`config.mk`:
```
export PLATFORM = sky130hd
export DESIGN_NAME = beam_top
export DESIGN_NICKNAME = d
export VERILOG_FILES = /design/src/hdl/beam_cfg_pkg.sv /design/src/hdl/beam_data_pkg.sv /design/src/hdl/beam_top.sv /design/src/hdl/beam_out_port.sv /design/src/hdl/beam_summer.sv /design/src/hdl/beam_buffer.sv /design/src/hdl/sample_fifo.sv
export SDC_FILE = /design/constraint.sdc
export NUM_CORES = 2
export LEC_CHECK = 0
export BUFFER_PORTS_ARGS = -buffer_cell sky130_fd_sc_hd__buf_2
export CORE_ASPECT_RATIO = 1.4
export CORE_MARGIN = 2
export CORE_UTILIZATION = 25
export CTS_CLUSTER_SIZE = 8
export DETAILED_ROUTE_END_ITERATION = 12
export GPL_TIMING_DRIVEN = 0
export PLACE_DENSITY = 0.35
export SLEW_MARGIN = 25
export SYNTH_ARGS = -nofsm -noshare
export SYNTH_HDL_FRONTEND = slang
export SYNTH_SLANG_ARGS = --single-unit
```
`constraint.sdc`:
```
create_clock -name i_clk -period 5.19 [get_ports i_clk]
set_input_delay 0.2595 -clock i_clk [delete_from_list [all_inputs] [get_ports i_clk]]
set_output_delay 0.2595 -clock i_clk [all_outputs]
set_load 0.05 [all_outputs]
```
`src/hdl/beam_cfg_pkg.sv`:
```
// --------------------
// Beam line configuration types
// Block count is fixed at 4, the summer divides by a shift of 2
// --------------------
package beam_cfg_pkg;

    // --------------------
    // Sample format
    // --------------------

    // Selects how a sample word is decoded
    // Held static for a whole beam line
    typedef enum logic {
        FMT_REAL    = 1'b0,
        FMT_COMPLEX = 1'b1
    } sample_fmt_e;

    // --------------------
    // Aperture split
    // --------------------

    // Sub-aperture bursts per beam line
    // One FIFO per burst in the buffer
    localparam int NUM_BLOCKS = 4;

    // Block index width, wraps 3 to 0
    localparam int BLK_IDX_W = $clog2(NUM_BLOCKS);

endpackage

```
`src/hdl/beam_data_pkg.sv`:
```
// --------------------
// Sample word layout shared by the datapath
// Complex samples put I in the upper half, Q in the lower half
// Both lanes are two's complement
// --------------------
package beam_data_pkg;

    // --------------------
    // Widths
    // --------------------

    // One sample word on every bus
    localparam int SAMPLE_W = 32;

    // One I or Q lane of a complex sample
    localparam int LANE_W = SAMPLE_W / 2;

    // --------------------
    // Views of one word
    // --------------------

    // I lane sits in the upper half
    typedef struct packed {
        logic signed [LANE_W-1:0] i;
        logic signed [LANE_W-1:0] q;
    } beam_iq_s;

    // Same bits, decoded as real or as I/Q
    // Format select lives with the configuration types
    typedef union packed {
        logic signed [SAMPLE_W-1:0] re;
        beam_iq_s                   iq;
    } beam_sample_u;

endpackage
```
`src/hdl/beam_top.sv`:
```
// --------------------
// Beam assembly, buffer then summer then output port
// Four bursts per beam line, i_fmt held for the whole line
// Source must not exceed 2**FIFO_AW samples per burst
// --------------------
module beam_top import beam_data_pkg::*, beam_cfg_pkg::*; #(
    parameter int FIFO_AW = 4
) (
    input  logic         i_clk,
    input  logic         i_reset,
    input  sample_fmt_e  i_fmt,
    input  logic         i_burst,
    input  logic         i_wr_en,
    input  beam_sample_u i_wr_data,
    input  logic         i_ack,
    output logic         o_req,
    output beam_sample_u o_data
);

    // Buffer to summer
    logic                           blk_vld;
    logic                           blk_rdy;
    logic [NUM_BLOCKS*SAMPLE_W-1:0] blk_data;

    // Summer to output port
    logic         sum_vld;
    logic         sum_rdy;
    beam_sample_u sum_data;

    beam_buffer #(
        .FIFO_AW (FIFO_AW)
    ) u_buffer (
        .i_clk      (i_clk),
        .i_reset    (i_reset),
        .i_burst    (i_burst),
        .i_wr_en    (i_wr_en),
        .i_wr_data  (i_wr_data),
        .i_rdy      (blk_rdy),
        .o_blk_vld  (blk_vld),
        .o_blk_data (blk_data)
    );

    beam_summer u_summer (
        .i_clk      (i_clk),
        .i_reset    (i_reset),
        .i_fmt      (i_fmt),
        .i_blk_vld  (blk_vld),
        .i_blk_data (blk_data),
        .o_rdy      (blk_rdy),
        .i_rdy      (sum_rdy),
        .o_sum_vld  (sum_vld),
        .o_sum_data (sum_data)
    );

    beam_out_port u_out_port (
        .i_clk      (i_clk),
        .i_reset    (i_reset),
        .i_sum_vld  (sum_vld),
        .i_sum_data (sum_data),
        .o_rdy      (sum_rdy),
        .i_ack      (i_ack),
        .o_req      (o_req),
        .o_data     (o_data)
    );

endmodule

```
`src/hdl/beam_out_port.sv`:
```
// --------------------
// Four-phase req/ack master with one holding register
// o_data is stable from req rise until the register frees
// --------------------
module beam_out_port import beam_data_pkg::*; (
    input  logic         i_clk,
    input  logic         i_reset,
    input  logic         i_sum_vld,
    input  beam_sample_u i_sum_data,
    output logic         o_rdy,
    input  logic         i_ack,
    output logic         o_req,
    output beam_sample_u o_data
);

    typedef enum logic [1:0] {
        ST_IDLE,
        ST_REQ,
        ST_RELEASE
    } state_e;

    state_e state_q;
    logic   full_q;

    assign o_rdy = ~full_q;
    assign o_req = (state_q == ST_REQ);

    // --------------------
    // Handshake FSM
    // --------------------
    always_ff @(posedge i_clk) begin
        if (i_reset) begin
            state_q <= ST_IDLE;
            full_q  <= 1'b0;
        end else begin
            if (i_sum_vld & o_rdy)
                full_q <= 1'b1;
            case (state_q)
                // Raise req a cycle after load, and only with ack low
                ST_IDLE:    if (full_q & ~i_ack) state_q <= ST_REQ;
                // Sink has taken the word
                ST_REQ:     if (i_ack) state_q <= ST_RELEASE;
                // Ack dropped, register is free again
                ST_RELEASE: if (~i_ack) begin
                    state_q <= ST_IDLE;
                    full_q  <= 1'b0;
                end
                default:    state_q <= ST_IDLE;
            endcase
        end
    end

    // Holding register, loads only while empty
    always_ff @(posedge i_clk) begin
        if (i_sum_vld & o_rdy)
            o_data <= i_sum_data;
    end

endmodule

```
`src/hdl/beam_summer.sv`:
```
// --------------------
// Averages four aligned samples, sum then shift right by 2
// Shift rounds toward minus infinity
// Complex lanes are summed apart, no carry between I and Q
// --------------------
module beam_summer import beam_data_pkg::*, beam_cfg_pkg::*; (
    input  logic                           i_clk,
    input  logic                           i_reset,
    input  sample_fmt_e                    i_fmt,
    input  logic                           i_blk_vld,
    input  logic [NUM_BLOCKS*SAMPLE_W-1:0] i_blk_data,
    output logic                           o_rdy,
    input  logic                           i_rdy,
    output logic                           o_sum_vld,
    output beam_sample_u                   o_sum_data
);

    beam_sample_u sum_d;
    logic         xfer;

    // --------------------
    // Adder tree
    // --------------------
    always_comb begin
        beam_sample_u              word;
        logic signed [SAMPLE_W+1:0] re_acc;
        logic signed [LANE_W+1:0]   i_acc;
        logic signed [LANE_W+1:0]   q_acc;
        logic signed [SAMPLE_W+1:0] re_sh;
        logic signed [LANE_W+1:0]   i_sh;
        logic signed [LANE_W+1:0]   q_sh;

        re_acc = '0;
        i_acc  = '0;
        q_acc  = '0;
        // Two guard bits cover the sum of four
        for (int k = 0; k < NUM_BLOCKS; k++) begin
            word   = beam_sample_u'(i_blk_data[k*SAMPLE_W +: SAMPLE_W]);
            re_acc = re_acc + word.re;
            i_acc  = i_acc + word.iq.i;
            q_acc  = q_acc + word.iq.q;
        end

        // Divide by four
        re_sh = re_acc >>> 2;
        i_sh  = i_acc >>> 2;
        q_sh  = q_acc >>> 2;

        // Result always fits back into the original width
        if (i_fmt == FMT_COMPLEX) begin
            sum_d.iq.i = i_sh[LANE_W-1:0];
            sum_d.iq.q = q_sh[LANE_W-1:0];
        end else begin
            sum_d.re = re_sh[SAMPLE_W-1:0];
        end
    end

    // --------------------
    // Result register
    // --------------------

    // Accept when empty or being emptied this edge
    assign o_rdy = ~o_sum_vld | i_rdy;
    assign xfer  = i_blk_vld & o_rdy;

    always_ff @(posedge i_clk) begin
        if (i_reset)
            o_sum_vld <= 1'b0;
        else if (o_rdy)
            o_sum_vld <= i_blk_vld;
    end

    // Payload only
    always_ff @(posedge i_clk) begin
        if (xfer)
            o_sum_data <= sum_d;
    end

endmodule

```
`src/hdl/beam_buffer.sv`:
```
// --------------------
// Four-burst beam buffer, burst k goes to FIFO k
// No input back-pressure, a burst must fit in one FIFO
// Read-out starts once every FIFO holds data
// --------------------
module beam_buffer import beam_data_pkg::*, beam_cfg_pkg::*; #(
    parameter int FIFO_AW = 4
) (
    input  logic                           i_clk,
    input  logic                           i_reset,
    input  logic                           i_burst,
    input  logic                           i_wr_en,
    input  logic [SAMPLE_W-1:0]            i_wr_data,
    input  logic                           i_rdy,
    output logic                           o_blk_vld,
    output logic [NUM_BLOCKS*SAMPLE_W-1:0] o_blk_data
);

    // Burst framing
    logic                 burst_d;
    logic                 burst_fall;
    logic [BLK_IDX_W-1:0] blk_idx;

    // Write steering stage
    logic [NUM_BLOCKS-1:0] wr_en_q;
    logic [SAMPLE_W-1:0]   wr_data_q;

    // FIFO status
    logic [NUM_BLOCKS-1:0] fifo_empty;
    logic [NUM_BLOCKS-1:0] fifo_full;
    logic [NUM_BLOCKS-1:0] fifo_vld;

    // Read control
    logic pop;
    logic hold_q;

    // --------------------
    // Block index
    // --------------------

    // Falling edge of burst-active ends a sub-aperture
    always_ff @(posedge i_clk) begin
        if (i_reset)
            burst_d <= 1'b0;
        else
            burst_d <= i_burst;
    end

    assign burst_fall = burst_d & ~i_burst;

    // 2-bit index wraps 3 to 0 by itself
    always_ff @(posedge i_clk) begin
        if (i_reset)
            blk_idx <= '0;
        else if (burst_fall)
            blk_idx <= blk_idx + 1'b1;
    end

    // --------------------
    // Write steering
    // --------------------

    // One-hot enable picks the FIFO of the current block
    always_ff @(posedge i_clk) begin
        if (i_reset) begin
            wr_en_q <= '0;
        end else begin
            for (int k = 0; k < NUM_BLOCKS; k++)
                wr_en_q[k] <= i_wr_en & (blk_idx == k[BLK_IDX_W-1:0]);
        end
    end

    // Data register is shared, only the enable selects
    always_ff @(posedge i_clk) begin
        wr_data_q <= i_wr_data;
    end

    // --------------------
    // FIFOs
    // --------------------
    for (genvar gi = 0; gi < NUM_BLOCKS; gi++) begin : g_fifo
        sample_fifo #(
            .FIFO_AW (FIFO_AW)
        ) u_fifo (
            .i_clk      (i_clk),
            .i_reset    (i_reset),
            .i_wr_en    (wr_en_q[gi]),
            .i_din      (wr_data_q),
            .i_rd_en    (pop),
            .o_dout     (o_blk_data[gi*SAMPLE_W +: SAMPLE_W]),
            .o_dout_vld (fifo_vld[gi]),
            .o_empty    (fifo_empty[gi]),
            .o_full     (fifo_full[gi])
        );
    end

    // --------------------
    // Lockstep read-out
    // --------------------

    // All four pop together, so aligned samples leave together
    // Slot must be free or handed over on this edge
    assign pop = ~(|fifo_empty) & (~o_blk_vld | i_rdy);

    // FIFO outputs hold their word, so only the valid needs keeping
    always_ff @(posedge i_clk) begin
        if (i_reset)
            hold_q <= 1'b0;
        else
            hold_q <= o_blk_vld & ~i_rdy;
    end

    // Fresh pop or a word still waiting for the summer
    assign o_blk_vld = (&fifo_vld) | hold_q;

endmodule

```
`src/hdl/sample_fifo.sv`:
```
// --------------------
// Synchronous FIFO, 2**FIFO_AW entries
// Write to full and read from empty are dropped
// Output word holds until the next read
// --------------------
module sample_fifo import beam_data_pkg::*; #(
    parameter int FIFO_AW = 4
) (
    input  logic                i_clk,
    input  logic                i_reset,
    input  logic                i_wr_en,
    input  logic [SAMPLE_W-1:0] i_din,
    input  logic                i_rd_en,
    output logic [SAMPLE_W-1:0] o_dout,
    output logic                o_dout_vld,
    output logic                o_empty,
    output logic                o_full
);

    localparam int DEPTH = 1 << FIFO_AW;

    logic [SAMPLE_W-1:0] mem [DEPTH];
    logic [FIFO_AW-1:0]  wr_ptr;
    logic [FIFO_AW-1:0]  rd_ptr;
    // One extra bit so full and empty differ
    logic [FIFO_AW:0]    count;
    logic                wr_ok;
    logic                rd_ok;

    assign wr_ok   = i_wr_en & ~o_full;
    assign rd_ok   = i_rd_en & ~o_empty;
    assign o_empty = (count == '0);
    assign o_full  = (count == DEPTH[FIFO_AW:0]);

    // --------------------
    // Pointers and fill level
    // --------------------
    always_ff @(posedge i_clk) begin
        if (i_reset) begin
            wr_ptr <= '0;
            rd_ptr <= '0;
            count  <= '0;
        end else begin
            // Pointers wrap on their own
            if (wr_ok)
                wr_ptr <= wr_ptr + 1'b1;
            if (rd_ok)
                rd_ptr <= rd_ptr + 1'b1;
            // Simultaneous read and write leaves count alone
            if (wr_ok & ~rd_ok)
                count <= count + 1'b1;
            else if (rd_ok & ~wr_ok)
                count <= count - 1'b1;
        end
    end

    // Storage
    always_ff @(posedge i_clk) begin
        if (wr_ok)
            mem[wr_ptr] <= i_din;
    end

    // --------------------
    // Registered read port
    // --------------------
    always_ff @(posedge i_clk) begin
        if (rd_ok)
            o_dout <= mem[rd_ptr];
    end

    // Valid for one cycle per read
    always_ff @(posedge i_clk) begin
        if (i_reset)
            o_dout_vld <= 1'b0;
        else
            o_dout_vld <= rd_ok;
    end

endmodule

```
==> run metrics <==
status finished clean; most frequent cells in the layout edfxtp_1 (2,240), mux4_2 (640), clkbuf_16 (349); fmax 0.2140 GHz; H-tree depth 5; Slowest-stage cell, CP fa_1; Arrival @ worst endpoint 5.28 ns; Syn Nets 4,205; Placed Cells 9,072; sequential-to-total area share from yosys stat 76.52%; CP bufs+invs 1; CTS root buf clkbuf_16; Most common cell on crit path fa_1; gr usage total 15.38%; critical path startpoint category flip-flop; initial DRC count 3,490; Worst Path Max Fanout 4; cell family with most CP delay compound AO/OA/AOI/OAI gates; GRT Residual Overflow 0; CTS tree yes; dpl hpwl 200,100 um; drt wl/cell 29.32 um; final hold viol count 0; CP peak stage delay 0.50 ns; RSZ-0062 raised after global routing false; Remaining DRCs 0; Final min period 4.672 ns; worst rel slew slack 29.09%; DRT Pass-1 Iters 5; critical path class flip-flop to flip-flop; die height 716.0 um; crit-path cells inv_1, fa_1, fa_1, or3b_4, fa_1, nor2b_1, o311ai_2, a31oi_1, o31a_1, o21ai_1, o31a_1, xnor2_1; number of global-route vias before repair 45,800; DRT Wirelength 283,300 um; # setup viols final 0; Synth Area per Inst 22.49 um2; max-slew violation count 0; pwr/cell area 373.2 nW/um2; die width 512.6 um; Worst Tran Pin Value 1.064 ns; clock sink count 2,340; Clk pin slew, worst setup/hold paths 0.06 ns; most common cell after layout, fill and taps aside edfxtp_1; cell row count 261; CP Capture Type flip-flop; worst endpoint required time 5.80 ns; mapped cell area 90,520 um2; Post-synth top flop edfxtp_1; Final ANT Viol Nets 0; worst vdd ir 0.0002372 V; area added between synthesis and finish 23.29%; Tcrit/Tclk final 90.02%; Post-CTS Setup Bufs 0; largest net degree at the start of global routing 49; flops & latches, synth 2,340; min-delay worst type input port to flip-flop; Static Leak 34.95 nW; Synth warnings 0; filler cell count 34,740; vias per inst 4.381; first-pass GRT wire length 390,800 um; cell count after synthesis 4,024; Final Wtd Congestion 0.7519; Yosys cell types 56; Max-Cap Viols 0; EDFF count, synth 2,240; worst setup margin 0.5181 ns; clk_lat worst skew 0.89 ns; layout cell share with drive strength beyond 1 30.44%; clock skew 0.04176 ns; initial antenna violation count 34; Initial Util 25.11%; die area 367,000 um2; final std cells w/o fill 9,662; core box area 360,500 um2; worst slack, placed 0.5350 ns; CTS max path bufs 4; DR vias 42,330; Port Buffers 70; nets@finish 4,917; I/O pins 71; Post-synth ARST share 0%; CTS buffer count 335
## logic make-up (layout without fill, tap and decap cells)
kind of cell,Yosys count,count (layout),share of synthesized area (%)
other,0,16,0
xor gates and xnor gates,76,76,0.7354
muxes,649,649,16.02
buffers and inverters,381,1269,1.639
adders and majority gates,143,143,2.565
DFF,2340,2340,76.52
AOI/OAI and AO/OA,161,161,1.157
and+or+nand+nor,274,274,1.359
## path summary, 6_finish.rpt
kind                             endpoint                                start  slack, ns  cells past startpoint
setup / recovery  u_summer.o_sum_data[25]  u_buffer.g_fifo[1].u_fifo.o_dout[1]       0.52                     12
hold / removal     u_buffer.wr_data_q[10]                        i_wr_data[10]       0.07                      2
setup reg to reg  u_summer.o_sum_data[25]  u_buffer.g_fifo[1].u_fifo.o_dout[1]       0.52                     12
hold reg to reg      u_out_port.o_data[7]               u_summer.o_sum_data[7]       0.41                      0
## what timing repair did
action,in CTS,in global routing
hold endpoints to repair,42,0
gates resized for setup,0,0
hold buffers,60,0
## stage by stage
step | TNS [ns] | utilization, % | hold slack (ns) | cell area (um2) | total power [mW]
detailed placement | 0 | 28.16 | 0.3633 | 101500 | 21.77
finish | 0 | 30.95 | 0.07160 | 111600 | 41.65
floorplan | 0 | - | 0.2872 | 90520 | 21.38
global route | 0 | 30.95 | 0.04487 | 111600 | 43.03
CTS | 0 | 30.94 | 0.0007859 | 111500 | 42.36
global placement | -1826.71 | 26.85 | 0.3619 | 96790 | 21.72
## where the power goes
group / total (mW) / switching, mW / internal, mW
Sequential: 20.9 / 0.160 / 20.7
Combinational: 0.520 / 0.339 / 0.181
Clock: 20.2 / 8.04 / 12.2
Total: 41.6 / 8.54 / 33.1
## registers in the layout (all words and copies together) (netlist names)
signal	flops
u_buffer.g_fifo.u_fifo.mem	2048
u_summer.o_sum_data	32
u_buffer.g_fifo.u_fifo.rd_ptr	16
u_summer.o_sum_vld	1
u_buffer.wr_data_q	32
u_buffer.hold_q	1
u_buffer.g_fifo.u_fifo.count	20
u_buffer.wr_en_q	4
u_buffer.blk_idx	2
u_buffer.g_fifo.u_fifo.wr_ptr	16
u_buffer.g_fifo.u_fifo.o_dout_vld	4
u_out_port.o_data	32
u_buffer.g_fifo.u_fifo.o_dout	128
u_buffer.burst_d	1
u_out_port.full_q	1
u_out_port.state_q	2
## cell usage after synthesis, drive strengths merged (2+ instances only)
cell / instances / area, um2
a21oi: 64 / 320.3
nor2b: 8 / 50.05
nor2: 129 / 484.2
edfxtp: 2240 / 67260
or4: 4 / 30.03
a21boi: 2 / 15.01
o21bai: 4 / 33.78
ha: 72 / 900.9
and2: 5 / 31.28
fa: 71 / 1421
clkbuf: 106 / 397.9
mux4: 640 / 14410
a211oi: 3 / 22.52
nand2: 55 / 206.5
xor2: 44 / 385.4
nand4: 17 / 106.4
o21a: 9 / 67.56
xnor2: 32 / 280.3
o31a: 2 / 17.52
a31oi: 8 / 50.05
nand2b: 13 / 81.33
inv: 196 / 735.7
dfxtp: 100 / 2002
o211ai: 5 / 42.54
a21o: 28 / 210.2
o21ai: 21 / 105.1
nor3: 23 / 115.1
or3: 4 / 25.02
buf: 79 / 350.3
nand3: 10 / 55.05
mux2i: 9 / 90.09
o22ai: 2 / 12.51
## area by class of cell
cell class                 instances  area (um2)  share of cell area [%]
antenna                           16       40.04                 0.03588
buffer                           185       787.0                  0.7052
clock buffer                     502        9318                   8.349
clock inverter                    11       111.4                 0.09978
inverter                         196       735.7                  0.6593
multi-input combinational       1303       20240                   18.14
sequential                      2340       69390                   62.18
tap                             4734        5923                   5.308
timing repair buffer             375        5052                   4.527
## per-layer routing
layer	vias up	track usage [%]	part of all wire, %	routed length (um)
met5	-	0	0.0046	13
met4	2	3.535	2.0	5746
met3	303	2.144	3.7	10500
met2	907	27.71	53	148900
met1	23110	19.41	42	118200
li1	18010	-	-	-
No activity file was read; power rests on OpenSTA's default activity.
